## src/include/vga_consts.svh

```systemverilog
// fixed 640x480 at 60 Hz on an 800x525 raster; two pixels per memory word, so FRAME_WORDS must stay half the visible area
`ifndef VGA_CONSTS_SVH
`define VGA_CONSTS_SVH

////////////////////////////////////////////////////////////////////////////
// horizontal timing, in pixel clocks

`define VGA_H_ACTIVE 640    // visible pixels per line
`define VGA_H_SYNC_ON 656   // hsync goes low here
`define VGA_H_SYNC_OFF 752  // and back high here
`define VGA_H_TOTAL 800

////////////////////////////////////////////////////////////////////////////
// vertical timing, in lines

`define VGA_V_ACTIVE 480
`define VGA_V_SYNC_ON 490   // vsync low for two lines
`define VGA_V_SYNC_OFF 492
`define VGA_V_TOTAL 525

// position counter widths
`define HCOUNT_W 10
`define VCOUNT_W 10

////////////////////////////////////////////////////////////////////////////
// frame memory

`define FRAME_WORDS 153600  // 640 * 480 / 2
`define MEM_ADDR_W 18
`define FETCH_DEPTH 8       // fifo depth and number of read credits

`endif

```

## src/hdl/vga_pkg.sv

```systemverilog
// types shared by the scan-out blocks; field widths follow the consts header and pixels are 6-bit ycbcr
`default_nettype none

`include "vga_consts.svh"

package vga_pkg;

	// one display pixel, only luma is drawn
	typedef struct packed {
		logic [5:0] luma;
		logic [5:0] cb;
		logic [5:0] cr;
	} pixel_t;

	// memory word, upper half goes out first
	typedef struct packed {
		pixel_t first;
		pixel_t second;
	} pixel_word_t;

	typedef struct packed {
		logic [`HCOUNT_W-1:0] hcount;
		logic [`VCOUNT_W-1:0] vcount;
		logic hsync_n;
		logic vsync_n;
		logic blank;  // high outside the visible area
	} raster_t;

	typedef struct packed {
		logic valid;
		logic [`MEM_ADDR_W-1:0] addr;  // word address
	} mem_req_t;

	typedef struct packed {
		logic valid;
		pixel_word_t data;
	} mem_rsp_t;

	typedef struct packed {
		logic [7:0] red;
		logic [7:0] green;
		logic [7:0] blue;
		logic hsync_n;
		logic vsync_n;
		logic blank_n;
	} vga_out_t;

endpackage

`default_nettype wire

```

## src/hdl/raster_timing.sv

```systemverilog
// free-running 800x525 raster, starts at the top of vertical blank after reset; no frame restart input
`default_nettype none

`include "vga_consts.svh"

module raster_timing (
	input logic vclock,
	input logic reset,
	output vga_pkg::raster_t raster
);
	import vga_pkg::*;

	raster_t next_raster;
	logic h_last;
	logic v_last;

	assign h_last = (raster.hcount == `VGA_H_TOTAL - 1);
	assign v_last = (raster.vcount == `VGA_V_TOTAL - 1);

	////////////////////////////////////////////////////////////////////////////
	// next position, then flags decoded from that same position

	always_comb begin
		next_raster = raster;
		if (h_last) begin
			next_raster.hcount = '0;
			if (v_last) begin
				next_raster.vcount = '0;
			end else begin
				next_raster.vcount = raster.vcount + 1'b1;
			end
		end else begin
			next_raster.hcount = raster.hcount + 1'b1;
		end

		// sync pulses are active low
		next_raster.hsync_n = !((next_raster.hcount >= `VGA_H_SYNC_ON) &&
			(next_raster.hcount < `VGA_H_SYNC_OFF));
		next_raster.vsync_n = !((next_raster.vcount >= `VGA_V_SYNC_ON) &&
			(next_raster.vcount < `VGA_V_SYNC_OFF));
		next_raster.blank = (next_raster.hcount >= `VGA_H_ACTIVE) ||
			(next_raster.vcount >= `VGA_V_ACTIVE);
	end

	////////////////////////////////////////////////////////////////////////////
	// raster register

	always_ff @(posedge vclock) begin
		if (reset) begin
			// top of vertical blank, leaves 45 lines to prefetch
			raster.hcount <= '0;
			raster.vcount <= `VCOUNT_W'(`VGA_V_ACTIVE);
			raster.hsync_n <= 1'b1;
			raster.vsync_n <= 1'b1;
			raster.blank <= 1'b1;
		end else begin
			raster <= next_raster;
		end
	end

endmodule

`default_nettype wire

```

## src/hdl/pixel_word_fifo.sv

```systemverilog
// DEPTH must be a power of two and at least 2; no full flag, the writer must never push into a full FIFO
`default_nettype none

module pixel_word_fifo #(
	parameter int DEPTH = 8
) (
	input logic vclock,
	input logic reset,
	input logic push,
	input vga_pkg::pixel_word_t push_word,
	input logic pop,
	output vga_pkg::pixel_word_t head_word,
	output logic not_empty
);
	import vga_pkg::*;

	localparam int PTR_W = $clog2(DEPTH);

	pixel_word_t storage [DEPTH];
	logic [PTR_W-1:0] wr_ptr;
	logic [PTR_W-1:0] rd_ptr;
	logic [PTR_W:0] count;  // one extra bit so DEPTH fits

	always_ff @(posedge vclock) begin
		if (push) begin
			storage[wr_ptr] <= push_word;
		end
	end

	always_ff @(posedge vclock) begin
		if (reset) begin
			wr_ptr <= '0;
			rd_ptr <= '0;
			count <= '0;
		end else begin
			if (push) wr_ptr <= wr_ptr + 1'b1;  // pointers wrap on their own
			if (pop) rd_ptr <= rd_ptr + 1'b1;
			case ({push, pop})
				2'b10: count <= count + 1'b1;
				2'b01: count <= count - 1'b1;
				default: count <= count;
			endcase
		end
	end

	assign head_word = storage[rd_ptr];  // valid only while not_empty
	assign not_empty = (count != '0);

endmodule

`default_nettype wire

```

## src/hdl/pixel_fetcher.sv

```systemverilog
// memory must take a request every cycle valid is high and answer each one once, in order, one cycle or more later
`default_nettype none

`include "vga_consts.svh"

module pixel_fetcher (
	input logic vclock,
	input logic reset,
	output vga_pkg::mem_req_t mem_req,
	input vga_pkg::mem_rsp_t mem_rsp,
	output vga_pkg::pixel_word_t head_word,
	output logic word_avail,
	input logic word_pop
);

	localparam int CREDIT_W = $clog2(`FETCH_DEPTH + 1);

	logic [CREDIT_W-1:0] credits;  // requests we may still issue
	logic [`MEM_ADDR_W-1:0] next_addr;
	logic issue;
	logic req_valid;
	logic [`MEM_ADDR_W-1:0] req_addr;

	// one request per cycle while any credit is left
	assign issue = (credits != '0);

	////////////////////////////////////////////////////////////////////////////
	// credits and address

	always_ff @(posedge vclock) begin
		if (reset) begin
			credits <= CREDIT_W'(`FETCH_DEPTH);
			next_addr <= '0;
			req_valid <= 1'b0;
		end else begin
			case ({issue, word_pop})
				2'b10: credits <= credits - 1'b1;
				2'b01: credits <= credits + 1'b1;
				default: credits <= credits;  // none, or spent and returned together
			endcase

			if (issue) begin
				if (next_addr == `FRAME_WORDS - 1) begin
					next_addr <= '0;  // back to the top of the frame
				end else begin
					next_addr <= next_addr + 1'b1;
				end
			end

			req_valid <= issue;
		end
	end

	always_ff @(posedge vclock) begin
		req_addr <= next_addr;
	end

	assign mem_req.valid = req_valid;
	assign mem_req.addr = req_addr;

	////////////////////////////////////////////////////////////////////////////
	// response buffer

	// credits keep the fifo from overflowing
	pixel_word_fifo #(
		.DEPTH(`FETCH_DEPTH)
	) i_fifo (
		.vclock(vclock),
		.reset(reset),
		.push(mem_rsp.valid),
		.push_word(mem_rsp.data),
		.pop(word_pop),
		.head_word(head_word),
		.not_empty(word_avail)
	);

endmodule

`default_nettype wire

```

## src/hdl/pixel_serializer.sv

```systemverilog
// grey output from luma only; underflow is sticky until reset and the pixel order is not realigned after it
`default_nettype none

module pixel_serializer (
	input logic vclock,
	input logic reset,
	input vga_pkg::raster_t raster,
	input vga_pkg::pixel_word_t head_word,
	input logic word_avail,
	output logic word_pop,
	output vga_pkg::vga_out_t vga_out,
	output logic underflow
);
	import vga_pkg::*;

	pixel_t pixel;
	logic visible;
	logic starved;
	logic [7:0] grey;

	assign visible = !raster.blank;
	assign starved = visible && !word_avail;

	// even column takes the upper half
	assign pixel = raster.hcount[0] ? head_word.second : head_word.first;
	assign grey = (visible && word_avail) ? {pixel.luma, 2'b00} : 8'd0;

	////////////////////////////////////////////////////////////////////////////
	// output registers

	always_ff @(posedge vclock) begin
		if (reset) begin
			vga_out.red <= '0;
			vga_out.green <= '0;
			vga_out.blue <= '0;
			vga_out.hsync_n <= 1'b1;
			vga_out.vsync_n <= 1'b1;
			vga_out.blank_n <= 1'b0;
			word_pop <= 1'b0;
			underflow <= 1'b0;
		end else begin
			vga_out.red <= grey;
			vga_out.green <= grey;
			vga_out.blue <= grey;
			vga_out.hsync_n <= raster.hsync_n;
			vga_out.vsync_n <= raster.vsync_n;
			vga_out.blank_n <= visible;

			// pop lands in the odd column cycle, so the word leaves
			// the head right after its second half was read
			word_pop <= visible && word_avail && !raster.hcount[0];

			if (starved) begin
				underflow <= 1'b1;  // sticky
			end
		end
	end

endmodule

`default_nettype wire

```

## src/hdl/vga_scanout.sv

```systemverilog
// single vclock domain; the frame memory is external and must follow the credit read protocol of the fetcher
`default_nettype none

module vga_scanout (
	input logic vclock,
	input logic reset,
	output vga_pkg::mem_req_t mem_req,
	input vga_pkg::mem_rsp_t mem_rsp,
	output vga_pkg::vga_out_t vga_out,
	output logic underflow
);
	import vga_pkg::*;

	raster_t raster;
	pixel_word_t head_word;
	logic word_avail;
	logic word_pop;

	raster_timing i_timing (
		.vclock(vclock),
		.reset(reset),
		.raster(raster)
	);

	pixel_fetcher i_fetcher (
		.vclock(vclock),
		.reset(reset),
		.mem_req(mem_req),
		.mem_rsp(mem_rsp),
		.head_word(head_word),
		.word_avail(word_avail),
		.word_pop(word_pop)
	);

	pixel_serializer i_serializer (
		.vclock(vclock),
		.reset(reset),
		.raster(raster),
		.head_word(head_word),
		.word_avail(word_avail),
		.word_pop(word_pop),
		.vga_out(vga_out),
		.underflow(underflow)
	);

endmodule

`default_nettype wire

```

## config.mk

```make
export PLATFORM = sky130hd
export DESIGN_NAME = vga_scanout
export DESIGN_NICKNAME = d
export VERILOG_FILES = /design/src/hdl/vga_pkg.sv /design/src/hdl/raster_timing.sv /design/src/hdl/pixel_word_fifo.sv /design/src/hdl/pixel_fetcher.sv /design/src/hdl/pixel_serializer.sv /design/src/hdl/vga_scanout.sv
export VERILOG_INCLUDE_DIRS = /design/src /design/src/include
export SDC_FILE = /design/constraint.sdc
export NUM_CORES = 1
export LEC_CHECK = 0
export CAP_MARGIN = 10
export CORE_ASPECT_RATIO = 0.75
export CORE_MARGIN = 8
export CORE_UTILIZATION = 40
export CTS_CLUSTER_SIZE = 10
export DETAILED_ROUTE_END_ITERATION = 12
export DONT_BUFFER_PORTS = 1
export HOLD_SLACK_MARGIN = 0.15
export PLACE_DENSITY = 0.61
export SKIP_LAST_GASP = 1
export SYNTH_ARGS = -nofsm -noshare
export SYNTH_HDL_FRONTEND = slang
export SYNTH_HIERARCHICAL = 1
export SYNTH_SLANG_ARGS = --single-unit
```

## constraint.sdc

```tcl
create_clock -name vclock -period 10.4 [get_ports vclock]
set_input_delay 1.04 -clock vclock [delete_from_list [all_inputs] [get_ports vclock]]
set_output_delay 1.04 -clock vclock [all_outputs]
set_load 0.05 [all_outputs]
```

# Word-level counts from Yosys, hierarchy flattened
# Memory sizes are Yosys's and may differ from the RTL's. A register that Yosys moved wholly into a read port is not among the register bits.
# Cells that the tools add are included.
# Widths: inputs -> output; s select.
# op_classes
n_addsub,9
n_lt_le_gt_ge,6
n_eq_ne,7
muxes,11
bitwise,1
reduce_logical,16
# ops
operator,count
$mux 18,2
$mux 10,3
$add 10x1->10 const B,2
$eq 10x10->1 const B,2
$ge 10x10->1 const B,2
$ge 10x9->1 const B,2
$add 18x1->18 const B,1
$eq 18x18->1 const B,1
$pmux 4 s2,2
$lt 10x10->1 const B,1
$lt 10x9->1 const B,1
$add 4x1->4 const B,2
$reduce_bool 4->1,2
$sub 4x1->4 const B,2
$add 3x1->3 const B,2
$mux 3,2
$logic_and 1x1->1,5
$logic_not 1->1,5
$eq 2x1->1 const B,2
$eq 2x2->1 const B,2
$reduce_bool 2->1,2
$mux 1,2
$reduce_or 2->1,1
$logic_or 1x1->1,1
$not 1->1,1
# totals
reg_bits,87
mem_bits_rw,288
in_bits,39
out_inout_bits,47
word_cells,70
n_memories,1
# memory_table
name,words,width,rd,rd_clocked_by_memory_dff,write_ports,line_no,source
i_fetcher.i_fifo.storage,8,36,1,1,1,pixel_word_fifo.sv:19,pixel_word_t storage [DEPTH];

# Longest topological paths before layout
# Gate-level depths: netlist of run 1.
# logic_depth
ltp_word,6
depth_mapped,9
depth_no_buf,9

# Modules after synthesis
# Netlist of run 1, hierarchy kept.
# modules_own_cells
mod,n_inst,cells_per_inst,area_each_um2,seq_area_each_um2
pixel_word_fifo,1,485,11705.0,8908.5
pixel_fetcher,1,147,1503.9,820.8
raster_timing,1,158,1322.5,460.4
pixel_serializer,1,51,503.0,220.2

# Worst setup path after synthesis of run 1
# Ideal clock, no wire load.
# synth_path
path_kind,input to register
start,in mem_rsp[36] (netlist name)
end,mem i_fetcher/i_fifo/storage[0][0] (netlist name) (enable)
setup_time_ns,0.474
arrival_ns,3.609
required_ns,9.926
setup_slack_ns,6.317
cell_stages,2
path_buffers,0
path_cell_list,nand2b_1 -> nor3_1
# synth_between
elab_chain_cells,2
# synth_lines
item,line_no,source
start: declaration,vga_scanout.sv:8,"input vga_pkg::mem_rsp_t mem_rsp,"
$mux 1,pixel_word_fifo.sv:25,if (push) begin
$mux 1 (implied by the code),pixel_word_fifo.sv:26,storage[wr_ptr] <= push_word;
end: declaration,pixel_word_fifo.sv:19,
# Every way passes these cells.

# Worst setup path after layout of run 1
# layout_path
start,"reg, netlist name i_timing/raster[13]"
end,"reg, netlist name i_timing/raster[0]"
# layout_between
elab_chain_cells,4
elab_cells_between_ends,7
classes_between,add/sub: 1; order compare: 2; eq/ne: 1; mux: 2; reduce/logical: 1
# layout_lines
item,line_no,source
$add 10x1->10 or $eq 10x10->1 (tied branches),"raster_timing.sv:33, raster_timing.sv:17",
$mux 10,raster_timing.sv:25,if (h_last) begin
$ge 10x10->1 (no source line) or $ge 10x9->1 (tied branches),-,
$logic_or 1x1->1 *,raster_timing.sv:41,next_raster.blank = (next_raster.hcount >= `VGA_H_ACTIVE) ||
# Every way passes the cells marked *; elsewhere a longest branch is shown, timed or not.
# A chain may end at the register's enable or synchronous reset.

==> results of run 1 <==
## metrics by stage
step                      utilization, %  std cells  area (µm²)  power (µW)
after CTS                          43.70        826        8373        1544
after global placement             40.79        794        7814       935.8
final                              43.70        826        8373        1527
after global routing               43.70        826        8373        1587
after detailed placement           40.79        794        7814       941.7
after floorplan                        -        580        7741       922.5
## report_power, final
| part | switching [µW] | total, µW | internal [µW] |
|---|---|---|---|
| Sequential | 45.4 | 837 | 791 |
| Combinational | 48.0 | 88.6 | 40.6 |
| Clock | 281 | 601 | 321 |
| Total | 374 | 1530 | 1150 |
## metal layers
layer | vias up | share of wire [%] | track usage, %
met3 | 10 | 6.1 | 4.274
met4 | 0 | 0.99 | 4.052
met5 | - | 0 | 0
met2 | 92 | 45 | 18.22
met1 | 2117 | 47 | 15.19
li1 | 2098 | - | -
## flip-flops by register name, summed over array words and instances (netlist names), named ones only
name	count
i_fetcher/credits	4
i_fetcher/i_fifo/count	4
i_fetcher/i_fifo/rd_ptr	3
i_fetcher/i_fifo/storage	96
i_fetcher/i_fifo/wr_ptr	3
i_fetcher/next_addr	18
i_fetcher/req_addr	18
i_fetcher/req_valid	1
i_serializer/underflow	1
i_serializer/vga_out	9
i_serializer/word_pop	1
i_timing/raster	23
## worst min-delay path by stage
stage	to	slack, ns	cells past startpoint
floorplan	i_fetcher/req_addr[17]$_DFF_P_	0.36	0
global placement	i_fetcher/req_addr[17]$_DFF_P_	0.38	0
detailed placement	i_fetcher/req_addr[17]$_DFF_P_	0.38	0
CTS	i_fetcher/req_addr[17]$_DFF_P_	0.39	0
global route	i_fetcher/req_addr[17]$_DFF_P_	0.40	0
finish	i_fetcher/req_addr[17]$_DFF_P_	0.38	0
## layout make-up
class,count,area (µm²)
Clock buffer,20,446.7
Clock inverter,12,112.6
Fill cell,1719,10790
Inverter,9,33.78
Multi-Input combinational cell,333,2706
Sequential cell,184,4644
Tap cell,253,316.6
Timing Repair Buffer,15,112.6
## worst reg2reg max path: stages (launching register included)
cell and delay (ns):
dfxtp_1 0.76, ha_1 0.35, nand4_1 0.35, nor3_1 0.83, o21ai_0 0.20, a21oi_1 0.29
nand4b_1 0.13
==> run metrics, run 1 <==
H-tree depth 4; Reg clk slew, reported paths 0.07 ns; vias per cell 5.226; Die Wd 176.4 µm; reg2reg start i_timing/raster[13]$_SDFF_PP0_; critical path arrival 3.33 ns; critical path endpoint category register; Min Hold Slack 0.3828 ns; Die ar. 24050 µm²; CP peak stage delay 0.82 ns; ANT cells 0; Clock Sinks 184; Final nets 613; share of post-route cells with drive strength above 1 12.04%; Initial DRC Count 232; postcts setup bufs 0; max cap viols 0; Worst Path Required 10.69 ns; Synthesis Warnings 6; GRT Resource Usage Total 11.81%; largest net degree at the start of global routing 44; ANT nets after route 0; syn avg cell area 13.43 µm²; RSZ-0062 raised after global routing no; WL final 13800 µm; run status finished, final reports clean; cell count along the critical path 6; CTS tree built; commonest cells after routing, fill and taps aside 96 x edfxtp_1, 88 x dfxtp_1, 53 x nor2_1, 27 x nand2_1, 24 x mux4_1; CTS-repair resized insts 0; Leakage 0.002818 µW; CP delay by family, top simple AND/OR/NAND/NOR gates; Worst-Skew Late Latency 0.42 ns; min cycle time layout 3.032 ns; worst setup path category register to register; clock root cell clkbuf_16; Post-CTS Hold Fix Bufs 0; HPWL after detailed placement 8821 µm; area grow syn2layout 8.425%; GRT Residual Overflow 0; Worst setup endpoint i_timing/raster[0]$_SDFF_PP1_; r2r endpoint i_timing/raster[0]$_SDFF_PP1_; CP max stage cell nor3_1; initial core utilization 40.31%; maximum vdd drop 0.1039 mV; final hold vios 0; Critical Path Source i_timing/raster[13]$_SDFF_PP0_; Post-route DRC 0; TritonCTS buffer count 17; initial antenna violation count 0; WL per Instance 16.70 µm; fmax 329.8 MHz; post-synthesis instance area 7722 µm²; most common cell after layout, fill and taps aside edfxtp_1; power per cell area 182.4 nW/µm²; vias in the first global route 4203; die height 136.3 µm; port bufs 0; CTS max path bufs 2; Rows 44; Synth Instances 575; vias 4317; worst-path cell chain ha_1 > nand4_1 > nor3_1 > o21ai_0 > a21oi_1 > nand4b_1; Worst-Margin Slew 1.050 ns; Worst Reg-to-Reg Cells 6; routability cong. 0.7788; first-pass GRT wire length 21920 µm; Worst Path Max Fanout 12; worst path buffer plus inverter count 0; Final Cycle Share 29.15%; clk_skew 0.01199 ns; slack of the critical path 7.368 ns; I/O pins 86; final-report setup violation count 0; Placeable Area 19160 µm²; Slew Limit Headroom 29.89%; pre-CTS setup slack 7.427 ns; hold path startpoint i_fetcher/next_addr[17]$_SDFFE_PP0P_; Pre-Repair DR Iteration Count 5; Startpoint Class register; Hold WC Path Type register to register; Max Slew Vio Count 0; Final TNS setup 0 ns; R2R setup slack 7.37 ns
No activity file was read; power rests on OpenSTA's default activity.
==> inputs of run 2 (changes only) <==
Settings changed: PLACE_DENSITY 0.61 to 0.63.
Clock period 10.4 ns to 2.4 ns, I/O delays scaled along.
==> run 2 against run 1 <==
Global-route usage is 0.88 points higher. Worst setup slack worse by 7.2 ns. Combinational power grew to 6.0 times the previous value. Final cell count is 3.1% higher. Non-clock buffer count is 25 higher. Count of clock-buffer cells in the layout is 3 lower. First-iteration DRC count is 28% higher. Register-to-register slack worse by 7.2 ns.
==> run metrics, run 2 (synthesis results as in run 1) <==
Pre-Repair DR Iteration Count 4 (-1); share of post-route cells with drive strength above 1 14.05% (+2.0 points); routability cong. 0.8291 (+6.5%); Final TNS setup 0 ns (unchanged); GRT Residual Overflow 0 (unchanged); run status finished, final reports clean; Layout fillers 1724 (+0.29%); clk_skew 0.01062 ns (-0.001375 ns); Rows 44 (unchanged); CTS max path bufs 2 (unchanged); critical path arrival 2.60 ns (-0.73 ns); power per cell area 808.4 nW/µm² (+340%); WL final 14610 µm (+5.9%); Initial DRC Count 297 (+28%); Final Cycle Share 93.26% (+64 points); Worst Reg-to-Reg Cells 9 (+3); Final nets 638 (+4.1%); largest registers i_fetcher/i_fifo/storage: 96 flops, i_timing/raster: 23 flops; Worst Path Max Fanout 4 (-8); final core utilization 45.38% (+1.7 points); most common cell after layout, fill and taps aside edfxtp_1; critical path endpoint category register; final hold vios 0 (unchanged); worst setup path category register to register; RSZ-0062 raised after global routing no; Hold WC Path Type input pin to register; vias 4442 (+2.9%); GRT Resource Usage Total 12.69% (+0.88 points); Max Slew Vio Count 0 (unchanged); port bufs 0 (unchanged); Worst-Margin Slew 0.6633 ns (-0.3869 ns); vias per cell 5.214 (-0.24%); Die Wd 176.4 µm (unchanged); R2R setup slack 0.16 ns (-7.21 ns); WL per Instance 17.15 µm (+2.7%); Placeable Area 19160 µm² (unchanged); first-pass GRT wire length 23500 µm (+7.2%); I/O pins 86 (unchanged); routed length on met1 6949 µm (+6.0%); Hold EP i_fetcher/next_addr[14]$_SDFFE_PP0P_; vias in the first global route 4451 (+5.9%); Leakage 0.002972 µW (+5.5%); Post-route DRC 0 (unchanged); min cycle time layout 2.238 ns (-0.7938 ns); clock root cell clkbuf_16; area grow syn2layout 12.57%; Worst-Skew Late Latency 0.43 ns (about the same); HPWL after detailed placement 9067 µm (+2.8%); Reg clk slew, reported paths 0.07 ns (about the same); Largest register FFs 96 (unchanged); hold path startpoint reset; max cap viols 0 (unchanged); Slew Limit Headroom 55.72% (+26 points); Startpoint Class register; postcts setup bufs 0 (unchanged); final-report setup violation count 0 (unchanged); ANT nets after route 0 (unchanged); metal3 WL 713 µm (-16%); CTS tree built; initial core utilization 40.31% (unchanged); commonest cells after routing, fill and taps aside 96 x edfxtp_1, 88 x dfxtp_1, 53 x nor2_1, 27 x nand2_1, 24 x mux4_1; Min Hold Slack 0.2016 ns (-0.1812 ns); Top Layer Used met4; H-tree depth 4 (unchanged); largest register by flop count i_fetcher/i_fifo/storage; TritonCTS buffer count 17 (unchanged); reg2reg start i_fetcher/credits[0]$_SDFFE_PP0P_; maximum vdd drop 0.3814 mV (+270%); die height 136.3 µm (unchanged); worst-path cell chain or4_4 > inv_2 > ha_1 > inv_1 > ha_1 > a21oi_2 > a211oi_1 > a31oi_1 > mux2i_1; most used cell, CP ha_1; Met2 Wirelength 6764 µm (+8.0%); Die ar. 24050 µm² (unchanged); Worst Path Required 2.76 ns (-7.93 ns); CP peak stage delay 0.54 ns (-0.28 ns); CP max stage cell or4_4; fmax 446.8 MHz (+35%); largest net degree at the start of global routing 42 (-4.5%); r2r endpoint i_fetcher/credits[3]$_SDFFE_PP1P_; WHS Path Cells 2 (+2); initial antenna violation count 1 (+1); Clock Sinks 184 (unchanged)
==> run 2: cell types whose count changed in the layout (fill, tap and decap cells not counted), moves of 2 or more <==
cell           previous run  this run
inv_8                     2         6
buf_12                    0         2
buf_4                    15        23
dlygate4sd3_1             0        15
clkbuf_1                  2         0
bufinv_16                 0         2
clkinv_4                  4         0
==> run 2: timing repair <==
action                                  4_1_cts  5_1_grt
endpoints found under the setup margin        0        1
gates resized for setup                       0        3
hold buffers                                 16        0
hold endpoints to repair                    144        0
==> run 2: power breakdown <==
group,leakage [µW],switching (µW),internal (µW)
logic,0.00109,299,234
registers,0.00159,155,3430
clock network,0.000299,1310,1600
==> run 2: how the worst max path moves through the flow <==
stage	startpoint	endpoint	depth (start not counted)
finish	i_fetcher/credits[0]$_SDFFE_PP0P_	i_fetcher/credits[3]$_SDFFE_PP1P_	9
global route	i_fetcher/credits[0]$_SDFFE_PP0P_	i_fetcher/credits[3]$_SDFFE_PP1P_	9
CTS	i_fetcher/credits[0]$_SDFFE_PP0P_	i_fetcher/credits[3]$_SDFFE_PP1P_	9
detailed placement	i_fetcher/credits[0]$_SDFFE_PP0P_	i_fetcher/credits[3]$_SDFFE_PP1P_	9
global placement	i_fetcher/credits[0]$_SDFFE_PP0P_	i_fetcher/credits[3]$_SDFFE_PP1P_	9
floorplan	i_fetcher/credits[0]$_SDFFE_PP0P_	i_fetcher/credits[3]$_SDFFE_PP1P_	9
==> run 2: area by class of cell <==
| type | instances | area (µm²) | area share [%] |
|---|---|---|---|
| Antenna cell | 1 | 2.502 | 0.02879 |
| Clock buffer | 17 | 425.4 | 4.893 |
| Clock inverter | 15 | 193.9 | 2.231 |
| Inverter | 9 | 33.78 | 0.3886 |
| Multi-Input combinational cell | 333 | 2714 | 31.22 |
| Sequential cell | 184 | 4644 | 53.43 |
| Tap cell | 253 | 316.6 | 3.641 |
| Timing Repair Buffer | 40 | 362.8 | 4.174 |
==> run 2: per-stage QoR <==
| stage | std cells | power (µW) | worst slack, ns | area [µm²] |
|---|---|---|---|---|
| finish | 852 | 7028 | 0.1617 | 8693 |
| global route | 852 | 7282 | 0.01789 | 8693 |
| CTS | 851 | 7088 | 0.05249 | 8683 |
| detailed placement | 803 | 4128 | 0.08234 | 7894 |
| global placement | 803 | 4096 | 0.1422 | 7894 |
| floorplan | 580 | 3998 | 0.08303 | 7741 |
==> run 2: worst max-delay path: cells and delay by family, from the launching register on <==
family / cells / cell delay [ns]
buffers and inverters: 2 / 0.18
and+or+nand+nor: 1 / 0.54
adders and majority gates: 2 / 0.49
AOI/OAI and AO/OA: 3 / 0.44
DFF: 1 / 0.32
muxes: 1 / 0.19
==> run 2: metal layers <==
layer	up-vias	global-route usage, %
li1	2149	-
met1	2188	16.12
met2	93	20.23
met3	12	3.830
met4	0	4.751
met5	-	0
